<file path="src/include/hazard_params.svh">
`ifndef HAZARD_PARAMS_SVH
`define HAZARD_PARAMS_SVH

// Datapath widths
`define WORD_WIDTH      32
`define REG_ADDR_WIDTH  5
// Per-counter width in the perf block
`define COUNT_WIDTH     16

// Primary opcodes, instruction bits 31:26
`define OPCODE_RTYPE    6'b000000
`define OPCODE_LW       6'b100011
`define OPCODE_BEQ      6'b000100

// R-type function code for jr, bits 5:0
`define FUNCT_JR        6'b001000

// Return address register read by jr
`define LINK_REG        5'd31

`endif
</file>
<file path="src/hdl/pipelinePkg.sv">
`default_nettype none

`include "hazard_params.svh"

package pipelinePkg;

    // Destination of the instruction in one pipeline stage
    typedef struct packed {
        logic [`REG_ADDR_WIDTH-1:0] rd;
        logic                       regWrite;
        // Set only for loads, always together with regWrite
        logic                       memRead;
    } stageTag_t;

    // Fetch-to-decode register contents, also the issue output
    typedef struct packed {
        logic [`WORD_WIDTH-1:0] instruction;
        logic [`WORD_WIDTH-1:0] pc;
        logic                   valid;
    } fetchWord_t;

    // Cause of the current hazard decision
    typedef enum logic [2:0] {
        HK_NONE,
        HK_ALU_EX,
        HK_ALU_MEM,
        HK_LOAD_EX,
        HK_LOAD_MEM,
        HK_BRANCH_TAKEN,
        HK_JR
    } hazardKind_e;

    // Decision from the detector, at most one of stall and redirect
    typedef struct packed {
        logic                   stall;
        logic                   redirect;
        logic [`WORD_WIDTH-1:0] redirectTarget;
        hazardKind_e            kind;
    } hazardCtrl_t;

    // Sequencer states
    typedef enum logic [1:0] {
        SQ_BOOT,
        SQ_RUN,
        SQ_STALL,
        SQ_REDIRECT
    } seqState_e;

    // Performance counters
    typedef struct packed {
        logic [`COUNT_WIDTH-1:0] stallCycles;
        logic [`COUNT_WIDTH-1:0] loadStallCycles;
        logic [`COUNT_WIDTH-1:0] redirects;
    } perfCounts_t;

endpackage

`default_nettype wire

</file>
<file path="src/hdl/hazardFrontEnd.sv">
`timescale 1ns/1ps
`default_nettype none

`include "hazard_params.svh"

module hazardFrontEnd (
    input  wire logic                   clock,
    input  wire logic                   reset,
    input  wire logic [`WORD_WIDTH-1:0] fetchInstruction,
    input  wire logic                   branchTaken,
    input  wire logic [`WORD_WIDTH-1:0] jrTarget,
    output logic      [`WORD_WIDTH-1:0] fetchAddress,
    output pipelinePkg::fetchWord_t     issue,
    output pipelinePkg::perfCounts_t    perf
);

    ////////////////////
    // Internal wiring

    pipelinePkg::fetchWord_t  decodeWord;
    pipelinePkg::stageTag_t   exTag;
    pipelinePkg::stageTag_t   memTag;
    pipelinePkg::hazardCtrl_t hazardCtrl;

    // Sequencer strobes
    logic pcEnable;
    logic pcRedirect;
    logic decodeLoad;
    logic decodeSquash;
    logic issueEnable;

    programCounter pcReg (
        .clock          (clock),
        .reset          (reset),
        .pcEnable       (pcEnable),
        .pcRedirect     (pcRedirect),
        .redirectTarget (hazardCtrl.redirectTarget),
        .fetchAddress   (fetchAddress)
    );

    stageTracker tracker (
        .clock            (clock),
        .reset            (reset),
        .fetchInstruction (fetchInstruction),
        .fetchAddress     (fetchAddress),
        .decodeLoad       (decodeLoad),
        .decodeSquash     (decodeSquash),
        .issueEnable      (issueEnable),
        .decodeWord       (decodeWord),
        .exTag            (exTag),
        .memTag           (memTag),
        .issue            (issue)
    );

    hazardDetector detector (
        .decodeWord  (decodeWord),
        .exTag       (exTag),
        .memTag      (memTag),
        .branchTaken (branchTaken),
        .jrTarget    (jrTarget),
        .hazardCtrl  (hazardCtrl)
    );

    // State is observed by the bound checks only
    frontEndSequencer sequencer (
        .clock        (clock),
        .reset        (reset),
        .hazardCtrl   (hazardCtrl),
        .pcEnable     (pcEnable),
        .pcRedirect   (pcRedirect),
        .decodeLoad   (decodeLoad),
        .decodeSquash (decodeSquash),
        .issueEnable  (issueEnable),
        .state        ()
    );

    eventCounter counters (
        .clock      (clock),
        .reset      (reset),
        .hazardCtrl (hazardCtrl),
        .perf       (perf)
    );

endmodule

`default_nettype wire

</file>
<file path="src/hdl/eventCounter.sv">
`timescale 1ns/1ps
`default_nettype none

`include "hazard_params.svh"

module eventCounter (
    input  wire logic                     clock,
    input  wire logic                     reset,
    input  wire pipelinePkg::hazardCtrl_t hazardCtrl,
    output pipelinePkg::perfCounts_t      perf
);

    localparam logic [`COUNT_WIDTH-1:0] COUNT_MAX = '1;

    logic isLoadStall;

    // Increment that sticks at the top
    function automatic logic [`COUNT_WIDTH-1:0] bump(
        input logic [`COUNT_WIDTH-1:0] value,
        input logic                    hit
    );
        if (hit && (value != COUNT_MAX)) begin
            return value + 1'b1;
        end
        return value;
    endfunction

    // Stall caused by a load in either stage
    assign isLoadStall = hazardCtrl.stall
                      && ((hazardCtrl.kind == pipelinePkg::HK_LOAD_EX)
                       || (hazardCtrl.kind == pipelinePkg::HK_LOAD_MEM));

    always_ff @(posedge clock) begin
        if (reset) begin
            perf <= '0;
        end else begin
            perf.stallCycles     <= bump(perf.stallCycles, hazardCtrl.stall);
            perf.loadStallCycles <= bump(perf.loadStallCycles, isLoadStall);
            perf.redirects       <= bump(perf.redirects, hazardCtrl.redirect);
        end
    end

endmodule

`default_nettype wire

</file>
<file path="src/hdl/frontEndSequencer.sv">
`timescale 1ns/1ps
`default_nettype none

module frontEndSequencer (
    input  wire logic                     clock,
    input  wire logic                     reset,
    input  wire pipelinePkg::hazardCtrl_t hazardCtrl,
    output logic                          pcEnable,
    output logic                          pcRedirect,
    output logic                          decodeLoad,
    output logic                          decodeSquash,
    output logic                          issueEnable,
    output pipelinePkg::seqState_e        state
);

    pipelinePkg::seqState_e nextState;

    // State register
    always_ff @(posedge clock) begin
        if (reset) begin
            state <= pipelinePkg::SQ_BOOT;
        end else begin
            state <= nextState;
        end
    end

    ////////////////////
    // Next state and strobes

    always_comb begin
        pcEnable     = 1'b0;
        pcRedirect   = 1'b0;
        decodeLoad   = 1'b0;
        decodeSquash = 1'b0;
        issueEnable  = 1'b0;
        nextState    = state;

        case (state)
            pipelinePkg::SQ_BOOT: begin
                // Decode empty, first word at address zero captured
                pcEnable   = 1'b1;
                decodeLoad = 1'b1;
                nextState  = pipelinePkg::SQ_RUN;
            end
            pipelinePkg::SQ_RUN,
            pipelinePkg::SQ_STALL: begin
                if (hazardCtrl.stall) begin
                    // Freeze pc and decode, bubble out
                    nextState = pipelinePkg::SQ_STALL;
                end else if (hazardCtrl.redirect) begin
                    // Branch or jr issues, wrong-path fetch dropped
                    pcEnable     = 1'b1;
                    pcRedirect   = 1'b1;
                    decodeLoad   = 1'b1;
                    decodeSquash = 1'b1;
                    issueEnable  = 1'b1;
                    nextState    = pipelinePkg::SQ_REDIRECT;
                end else begin
                    pcEnable    = 1'b1;
                    decodeLoad  = 1'b1;
                    issueEnable = 1'b1;
                    nextState   = pipelinePkg::SQ_RUN;
                end
            end
            pipelinePkg::SQ_REDIRECT: begin
                // Squashed slot in decode, target word fetched
                pcEnable   = 1'b1;
                decodeLoad = 1'b1;
                nextState  = pipelinePkg::SQ_RUN;
            end
            default: begin
                nextState = pipelinePkg::SQ_BOOT;
            end
        endcase
    end

endmodule

`default_nettype wire

</file>
<file path="src/hdl/stageTracker.sv">
`timescale 1ns/1ps
`default_nettype none

`include "hazard_params.svh"

module stageTracker (
    input  wire logic                   clock,
    input  wire logic                   reset,
    input  wire logic [`WORD_WIDTH-1:0] fetchInstruction,
    input  wire logic [`WORD_WIDTH-1:0] fetchAddress,
    input  wire logic                   decodeLoad,
    input  wire logic                   decodeSquash,
    input  wire logic                   issueEnable,
    output pipelinePkg::fetchWord_t     decodeWord,
    output pipelinePkg::stageTag_t      exTag,
    output pipelinePkg::stageTag_t      memTag,
    output pipelinePkg::fetchWord_t     issue
);

    // Fetch-to-decode register
    logic [`WORD_WIDTH-1:0] decodeInstr;
    logic [`WORD_WIDTH-1:0] decodePc;
    logic                   decodeValid;

    // Destination of the word now in decode
    pipelinePkg::stageTag_t issueTag;
    logic [5:0]             opcode;
    logic [5:0]             funct;

    ////////////////////
    // Decode register

    // Payload, held while stalled
    always_ff @(posedge clock) begin
        if (decodeLoad) begin
            decodeInstr <= fetchInstruction;
            decodePc    <= fetchAddress;
        end
    end

    always_ff @(posedge clock) begin
        if (reset) begin
            decodeValid <= 1'b0;
        end else if (decodeSquash) begin
            // Wrong-path word enters as a bubble
            decodeValid <= 1'b0;
        end else if (decodeLoad) begin
            decodeValid <= 1'b1;
        end
    end

    always_comb begin
        decodeWord.instruction = decodeInstr;
        decodeWord.pc          = decodePc;
        decodeWord.valid       = decodeValid;
    end

    // Leaves decode this cycle unless stalled
    always_comb begin
        issue.instruction = decodeInstr;
        issue.pc          = decodePc;
        issue.valid       = decodeValid && issueEnable;
    end

    ////////////////////
    // Destination tags

    assign opcode = decodeInstr[31:26];
    assign funct  = decodeInstr[5:0];

    always_comb begin
        issueTag = '0;
        case (opcode)
            `OPCODE_RTYPE: begin
                // jr writes nothing
                if (funct != `FUNCT_JR) begin
                    issueTag.rd       = decodeInstr[15:11];
                    issueTag.regWrite = 1'b1;
                end
            end
            `OPCODE_LW: begin
                // Load result goes to rt
                issueTag.rd       = decodeInstr[20:16];
                issueTag.regWrite = 1'b1;
                issueTag.memRead  = 1'b1;
            end
            default: begin
                // beq and others, no destination
                issueTag = '0;
            end
        endcase
    end

    // Tags move every cycle, bubbles carry an empty tag
    always_ff @(posedge clock) begin
        if (reset) begin
            exTag  <= '0;
            memTag <= '0;
        end else begin
            exTag  <= issue.valid ? issueTag : '0;
            memTag <= exTag;
        end
    end

endmodule

`default_nettype wire

</file>
<file path="src/hdl/hazardDetector.sv">
`timescale 1ns/1ps
`default_nettype none

`include "hazard_params.svh"

module hazardDetector (
    input  wire pipelinePkg::fetchWord_t  decodeWord,
    input  wire pipelinePkg::stageTag_t   exTag,
    input  wire pipelinePkg::stageTag_t   memTag,
    input  wire logic                     branchTaken,
    input  wire logic [`WORD_WIDTH-1:0]   jrTarget,
    output pipelinePkg::hazardCtrl_t      hazardCtrl
);

    // Instruction fields
    logic [5:0]                 opcode;
    logic [5:0]                 funct;
    logic [`REG_ADDR_WIDTH-1:0] rs;
    logic [`REG_ADDR_WIDTH-1:0] rt;
    logic [15:0]                offset;

    logic                       isBeq;
    logic                       isJr;
    logic [`WORD_WIDTH-1:0]     branchTarget;

    // Producer matches per stage
    logic                       exHitsSrc;
    logic                       memHitsSrc;
    logic                       exHitsLink;
    logic                       memHitsLink;

    // True when a stage will write the given register
    // Register 0 is never a real destination
    function automatic logic writesReg(
        input pipelinePkg::stageTag_t   tag,
        input logic [`REG_ADDR_WIDTH-1:0] regNum
    );
        return tag.regWrite && (tag.rd != '0) && (tag.rd == regNum);
    endfunction

    // Stall cause from the producer's stage and kind
    function automatic pipelinePkg::hazardKind_e stallKind(
        input pipelinePkg::stageTag_t tag,
        input logic                   inEx
    );
        if (tag.memRead) begin
            return inEx ? pipelinePkg::HK_LOAD_EX : pipelinePkg::HK_LOAD_MEM;
        end
        return inEx ? pipelinePkg::HK_ALU_EX : pipelinePkg::HK_ALU_MEM;
    endfunction

    ////////////////////
    // Field decode

    assign opcode = decodeWord.instruction[31:26];
    assign rs     = decodeWord.instruction[25:21];
    assign rt     = decodeWord.instruction[20:16];
    assign funct  = decodeWord.instruction[5:0];
    assign offset = decodeWord.instruction[15:0];

    assign isBeq = (opcode == `OPCODE_BEQ);
    assign isJr  = (opcode == `OPCODE_RTYPE) && (funct == `FUNCT_JR);

    // pc + 4 + sign-extended word offset
    assign branchTarget = decodeWord.pc + `WORD_WIDTH'd4
                        + {{(`WORD_WIDTH-18){offset[15]}}, offset, 2'b00};

    // Source operand dependencies
    assign exHitsSrc  = writesReg(exTag, rs) || writesReg(exTag, rt);
    assign memHitsSrc = writesReg(memTag, rs) || writesReg(memTag, rt);

    // jr reads the link register only
    assign exHitsLink  = writesReg(exTag, `LINK_REG);
    assign memHitsLink = writesReg(memTag, `LINK_REG);

    ////////////////////
    // Prioritized decision

    always_comb begin
        hazardCtrl.stall          = 1'b0;
        hazardCtrl.redirect       = 1'b0;
        hazardCtrl.redirectTarget = isJr ? jrTarget : branchTarget;
        hazardCtrl.kind           = pipelinePkg::HK_NONE;

        // Empty or squashed decode slot takes no action
        if (decodeWord.valid) begin
            if (isBeq && memHitsSrc) begin
                // Branch operand still in flight in memory
                // Also covers a load there, both bits set
                hazardCtrl.stall = 1'b1;
                hazardCtrl.kind  = stallKind(memTag, 1'b0);
            end else if (isBeq && exHitsSrc) begin
                hazardCtrl.stall = 1'b1;
                hazardCtrl.kind  = stallKind(exTag, 1'b1);
            end else if (isBeq && branchTaken) begin
                // Operands settled, comparator says taken
                hazardCtrl.redirect = 1'b1;
                hazardCtrl.kind     = pipelinePkg::HK_BRANCH_TAKEN;
            end else if (isJr && memHitsLink) begin
                // Wait for r31 to leave the pipeline
                hazardCtrl.stall = 1'b1;
                hazardCtrl.kind  = stallKind(memTag, 1'b0);
            end else if (isJr && exHitsLink) begin
                hazardCtrl.stall = 1'b1;
                hazardCtrl.kind  = stallKind(exTag, 1'b1);
            end else if (isJr) begin
                hazardCtrl.redirect = 1'b1;
                hazardCtrl.kind     = pipelinePkg::HK_JR;
            end else if (exHitsSrc) begin
                // Plain consumer, nearest producer first
                hazardCtrl.stall = 1'b1;
                hazardCtrl.kind  = stallKind(exTag, 1'b1);
            end else if (memHitsSrc) begin
                hazardCtrl.stall = 1'b1;
                hazardCtrl.kind  = stallKind(memTag, 1'b0);
            end
            // Not-taken beq with no producer falls through
        end
    end

endmodule

`default_nettype wire

</file>
<file path="src/hdl/programCounter.sv">
`timescale 1ns/1ps
`default_nettype none

`include "hazard_params.svh"

module programCounter (
    input  wire logic                   clock,
    input  wire logic                   reset,
    input  wire logic                   pcEnable,
    input  wire logic                   pcRedirect,
    input  wire logic [`WORD_WIDTH-1:0] redirectTarget,
    output logic      [`WORD_WIDTH-1:0] fetchAddress
);

    // Sequential fetch step, one word
    localparam logic [`WORD_WIDTH-1:0] FETCH_STEP = `WORD_WIDTH'd4;

    ////////////////////
    // Fetch address register

    always_ff @(posedge clock) begin
        if (reset) begin
            // Fetch starts at address zero
            fetchAddress <= '0;
        end else if (pcRedirect) begin
            // Taken branch or jr wins over the sequential step
            fetchAddress <= redirectTarget;
        end else if (pcEnable) begin
            fetchAddress <= fetchAddress + FETCH_STEP;
        end
        // Otherwise hold, decode is stalled
    end

endmodule

`default_nettype wire

</file>
<file path="config.mk">
export PLATFORM = sky130hd
export DESIGN_NAME = hazardFrontEnd
export DESIGN_NICKNAME = d
export VERILOG_FILES = /design/src/hdl/pipelinePkg.sv /design/src/hdl/hazardFrontEnd.sv /design/src/hdl/eventCounter.sv /design/src/hdl/frontEndSequencer.sv /design/src/hdl/stageTracker.sv /design/src/hdl/hazardDetector.sv /design/src/hdl/programCounter.sv
export VERILOG_INCLUDE_DIRS = /design/src /design/src/include
export SDC_FILE = /design/constraint.sdc
export NUM_CORES = 1
export LEC_CHECK = 0
export ABC_AREA = 1
export BUFFER_PORTS_ARGS = -buffer_cell sky130_fd_sc_hd__buf_4
export CORE_MARGIN = 4
export CORE_UTILIZATION = 40
export CTS_CLUSTER_DIAMETER = 150
export DETAILED_ROUTE_END_ITERATION = 7
export SETUP_SLACK_MARGIN = 0.02
export SLEW_MARGIN = 20
export SYNTH_ARGS = -nofsm -noshare
export SYNTH_HDL_FRONTEND = slang
export SYNTH_HIERARCHICAL = 1
export SYNTH_SLANG_ARGS = --single-unit
export TNS_END_PERCENT = 30
</file>
<file path="constraint.sdc">
create_clock -name clock -period 5.45 [get_ports clock]
set_input_delay 0 -clock clock [delete_from_list [all_inputs] [get_ports clock]]
set_output_delay 0 -clock clock [all_outputs]
set_load 0.02 [all_outputs]
</file>
# Yosys cells after proc, flatten, opt, wreduce, memory -nomap -nowiden

Index checks and enable logic that the tools add are counted.

Register bits after elaboration: 161
Logic and storage cells: 161
Bits of input ports: 67
Output and inout bits: 145

Muxes and demuxes: 91
$add $sub $neg: 6
Reduce and logical (&&, ||, !) cells: 31
Equal/unequal tests: 18
Bitwise operators: 1

Operators with widths:

| kind                                                                     | number |
|---|---|
| 32-bit 2-to-1 mux                                                        | 3 |
| 32-bit by 3-bit adder with 32-bit output (second input constant)         | 2 |
| 1-bit 2-to-1 mux                                                         | 61 |
| 3-bit 2-to-1 mux                                                         | 17 |
| 16-bit by 1-bit adder with 16-bit output (second input constant)         | 3 |
| 16-bit 2-to-1 mux                                                        | 3 |
| 16-bit inequality test (second input constant)                           | 3 |
| 32-bit adder                                                             | 1 |
| 5-bit == test                                                            | 4 |
| 1-bit logical AND                                                        | 19 |
| 6-bit one-hot mux with 2 select lines                                    | 1 |
| 5-bit == test (second input constant)                                    | 2 |
| 5-bit nonzero test                                                       | 2 |
| 2-bit OR reduction                                                       | 4 |
| 6-bit by 3-bit == test with 1-bit output (second input constant)         | 1 |
| 6-bit by 4-bit == test with 1-bit output (second input constant)         | 1 |
| 6-bit == test (second input constant)                                    | 1 |
| 6-bit zero test                                                          | 1 |
| 2-bit 2-to-1 mux                                                         | 3 |
| 6-bit 2-to-1 mux                                                         | 1 |
| 6-bit by 4-bit inequality test with 1-bit output (second input constant) | 1 |
| 2-bit == test (second input constant)                                    | 2 |
| 2-bit one-hot mux with 2 select lines                                    | 1 |
| 3-bit by 2-bit == test with 1-bit output (second input constant)         | 1 |
| 7 further kinds                                                          | 9 |

# Depth between registers and ports, before layout

Depth in word-level cells: 29
Gate-level depth with buffers: 22
Gate-level depth less buffers: 22

# By module

Netlist, hierarchy kept.

Modules (own cells, without submodules):

| module            | times used | cells each | seq. area each (um2) | area each (um2) |
|---|---|---|---|---|
| stageTracker      | 1          | 209        | 2222.1               | 3059.2 |
| hazardDetector    | 1          | 565        | 0.0                  | 3054.2 |
| eventCounter      | 1          | 459        | 960.9                | 2885.3 |
| programCounter    | 1          | 331        | 640.6                | 2107.0 |
| frontEndSequencer | 1          | 18         | 40.0                 | 135.1 |

# Worst setup path after synthesis

Ideal clock, no wire load.

Path kind: reg-to-reg
Start: register tracker.decodeInstr[28]
End: register pcReg.fetchAddress[18]
Path slack: 1.277 ns
Data required time: 5.380 ns
Clock period less this slack: 4.173 ns
Cell stages (with the launch flop): 14
Arrival: 4.102 ns
Path buffers: 2
Library setup time: 0.070 ns
Cell sequence: edfxtp_1 nor2_1 nand3_1 nor3_1 nand2_1 inv_1 nand2_1 a21oi_1 nand2_1 buf_4 nor2_1 buf_2 a22oi_1 a21oi_1

RTL lines:

| element                | line                 | RTL |
|---|---|---|
| start, declared        | stageTracker.sv:21   | `` logic [`WORD_WIDTH-1:0] decodeInstr; `` |
| start signal, assigned | stageTracker.sv:36   | `decodeInstr <= fetchInstruction;` |
| end signal, assigned   | programCounter.sv:27 | `fetchAddress <= redirectTarget;` |
| end signal, assigned   | programCounter.sv:29 | `fetchAddress <= fetchAddress + FETCH_STEP;` |
| end, declared          | programCounter.sv:12 | `` output logic [`WORD_WIDTH-1:0] fetchAddress `` |

==> impl_metrics.yaml <==
run_status:
  status: "complete, no violations"
sta:
  drv_slew: 0
  worst_pin_slew_ns: 0.9473
  fin_setup_tns_ns: 0
  fmax_ghz: 0.2530
  hold_viol_final: 0
  min_period_ns: 3.952
  fin_crit_sh_pct: 72.52
  setup_viol: 0
  rsz0062_at_grt: "no"
  clock_skew_ns: 0.01894
  maxSlewHeadroom_pct: 36.85
cells_and_area:
  area_growth_pct: 21.96
  drive_above_1_share_pct: 18.30
  finalNonFillerCells: 2159
  fillers: 2867
  seqCellArea_um2: 3864
  nNetsFinal: 1899
  multi_input_area_um2: 6153
  diodes: 0
  final_core_util_pct: 49.35
global_routing:
  track_usage_pct: 23.03
  grt_pass1_vias: 10570
  antenna_found_initial: 0
  overflow: 0
  grt_max_degree: 69
  grt_pass1_wl_um: 56620
drt:
  wl_per_cell_um: 16.97
  vias: 11029
  wl_met1_um: 17600
  drt_iter0_drc: 982
  dr_wl_met3_um: 1790
  post_drt_via_cell_ratio: 5.108
  highest_layer: "met4"
  wl_met2_um: 16430
  wl_um: 36640
  drc_errors: 0
  drtPass1Iterations: 5
  ant_nets: 0
floorplanning:
  rows: 61
  io_pins: 212
  die_h_um: 175.6
  core-area_um2: 27780
  die_x_um: 175.6
  die-area_um2: 30850
  start_util_pct: 40.46
logic_synthesis:
  synth_seq_area_share_pct: 34.37
  synth.ff_latch_count: 161
  ys_async_sr_fraction_pct: 0
  syn_area_um2: 11240
  syn_area_per_cell_um2: 7.105
  synth_cell_types: 49
  synthCells: 1582
  synthFlopType: "dfxtp_1"
  synth_edf_count: 64
  syn-num-nets: 1713
  yosysWarnings: 6
pwr:
  p_comb_share_pct: 9.9
  pwr-share-seq_pct: 46.5
  finalPower_uw: 2779
  swShare_pct: 26.77
  p_sw_uw: 743.9
  peakVddDrop_mv: 0.1803
  p_clk_share_pct: 43.6
  leakagePower_uw: 0.006222
  internal_power_uw: 2035
  powerDensity_nw_per_um2: 202.7
place:
  placed_cells: 2084
  portBuffers: 211
  hpwl_um: 27830
  gp_congestion: 0.9354
job:
  drv_cap: 0
clock_network:
  numCtsBuffers: 17
  clock-sinks: 161
  cts_root_buf: "clkbuf_16"
  cts_tree: "done"
  ctsResizeCount: 0
  postCtsSetupRepairBufs: 0
  h-tree-depth: 4
  clk-insertion-delay-late_ns: 0.43
  cts.reportedPaths.clkPinSlew_ns: 0.07
  clock_path_buffers: 2
setup_path:
  end_kind: "flip-flop"
  critical_path_class: "flip-flop to flip-flop"
  cp.required_ns: 5.73
  arrival_ns: 4.23
  critPathMaxFanout: 23
  start_kind: "flip-flop"
min_path:
  hold_path_class: "input port to flip-flop"
==> cells in the final DEF, fill, tap and decap left out, drive strengths merged, types with 24 or more instances in the layout <==
cell           n
edfxtp        64
buf          217
nand3        125
inv          166
dfxtp         97
nand2        429
nand4         29
o21ai         61
nor3          24
ha            63
a21oi         97
nor2         242
dlygate4sd3   43
==> logic make-up after synthesis <==
logic type	share of synthesized area (%)
DFF	34.37
AOI/OAI and AO/OA	10.37
buffers and inverters	11.01
xor gates and xnor gates	2.338
and+or+nand+nor	34.72
adders and majority gates	7.191
==> final timing paths <==
check                                from                    end  slack, ns  depth (start not counted)
setup reg to reg  tracker/decodeInstr[30]  pcReg/fetchAddress[6]       1.50                         15
setup / recovery  tracker/decodeInstr[30]  pcReg/fetchAddress[6]       1.50                         15
hold / removal                jrTarget[6]  pcReg/fetchAddress[6]       0.03                          5
hold reg to reg          tracker/exTag[0]      tracker/memTag[0]       0.45                          2
==> worst max-delay path, stage by stage, from the launching register on <==
cell and delay [ns]:
edfxtp_1 0.46, inv_1 0.11, nand3_1 0.08, nor3_1 0.24, nand2_1 0.39, inv_2 0.33, nand2_1 0.13, o21ai_0 0.16
nand3_1 0.10, nor2_1 0.45, nor3b_4 0.30, inv_1 0.18, nand2_1 0.16, inv_1 0.38, o211ai_1 0.24, a31oi_1 0.10
==> power by group through the flow <==
stage / clock [µW] / sequential (µW) / combinational [µW]
after global placement: 0 / 1320 / 245
after global routing: 1290 / 1300 / 298
after detailed placement: 0 / 1320 / 244
final: 1210 / 1290 / 274
after CTS: 1240 / 1290 / 272
after floorplan: 0 / 1310 / 155
==> cells in the mapped netlist, types with 3 or more instances <==
master	count	area share, %
and2_1	5	0.28
nand4_1	26	1.4
xor2_1	15	1.2
a31oi_1	11	0.61
edfxtp_1	64	17
or2_1	5	0.28
ha_1	63	7.0
buf_2	11	0.49
dfxtp_1	97	17
nor2_2	11	0.61
o21ai_2	3	0.23
o21ai_0	55	2.4
nand3_1	122	5.4
o21ai_1	3	0.13
nor2_4	15	1.5
a22oi_1	20	1.3
nand2_2	13	0.72
buf_4	68	4.5
a21oi_1	97	4.3
nand2_1	409	14
o21bai_1	6	0.40
nand3b_1	4	0.27
nand3_2	3	0.27
xnor2_1	15	1.2
inv_1	148	4.9
or2_2	4	0.22
nand2_4	7	0.70
nor2_1	214	7.1
inv_2	9	0.30
clkbuf_1	9	0.30
buf_6	4	0.40
nor3_1	23	1.0
==> registers in the layout, summed over array words and instances, names as in the netlist <==
signal,count
tracker/exTag,7
tracker/decodeInstr,32
tracker/decodePc,32
pcReg/fetchAddress,32
sequencer/state,2
counters/perf,48
tracker/memTag,7
tracker/decodeValid,1
==> final cells by class <==
type | instances | share of cell area (%)
clock inverter | 11 | 0.6480
tap | 378 | 3.450
sequential | 161 | 28.18
multi-input combinational | 1171 | 44.88
inverter | 157 | 4.299
clock buffer | 21 | 3.514
timing repair buffer | 260 | 15.02
==> repair_timing <==
action                                  4_1_cts  5_1_grt
hold endpoints to repair                     43        0
hold buffers                                 43        0
endpoints found under the setup margin        0        0
==> per-stage QoR <==
| stage | worst slack, ns | hold slack, ns | instance area (µm²) |
|---|---|---|---|
| after global placement | 1.683 | 0.1787 | 12710 |
| final | 1.498 | 0.03185 | 13710 |
| after CTS | 1.485 | 0.006639 | 13710 |
| after floorplan | 1.277 | 0.06907 | 11240 |
| after detailed placement | 1.555 | 0.1793 | 12710 |
| after global routing | 1.125 | 0.04260 | 13710 |
==> routing by layer <==
| layer | GRT usage (%) | up-vias |
|---|---|---|
| li1 | - | 5517 |
| met1 | 32.41 | 5122 |
| met2 | 36.99 | 351 |
| met3 | 3.401 | 39 |
| met4 | 6.530 | 0 |
| met5 | 0 | - |
No activity file was read; power rests on OpenSTA's default activity.
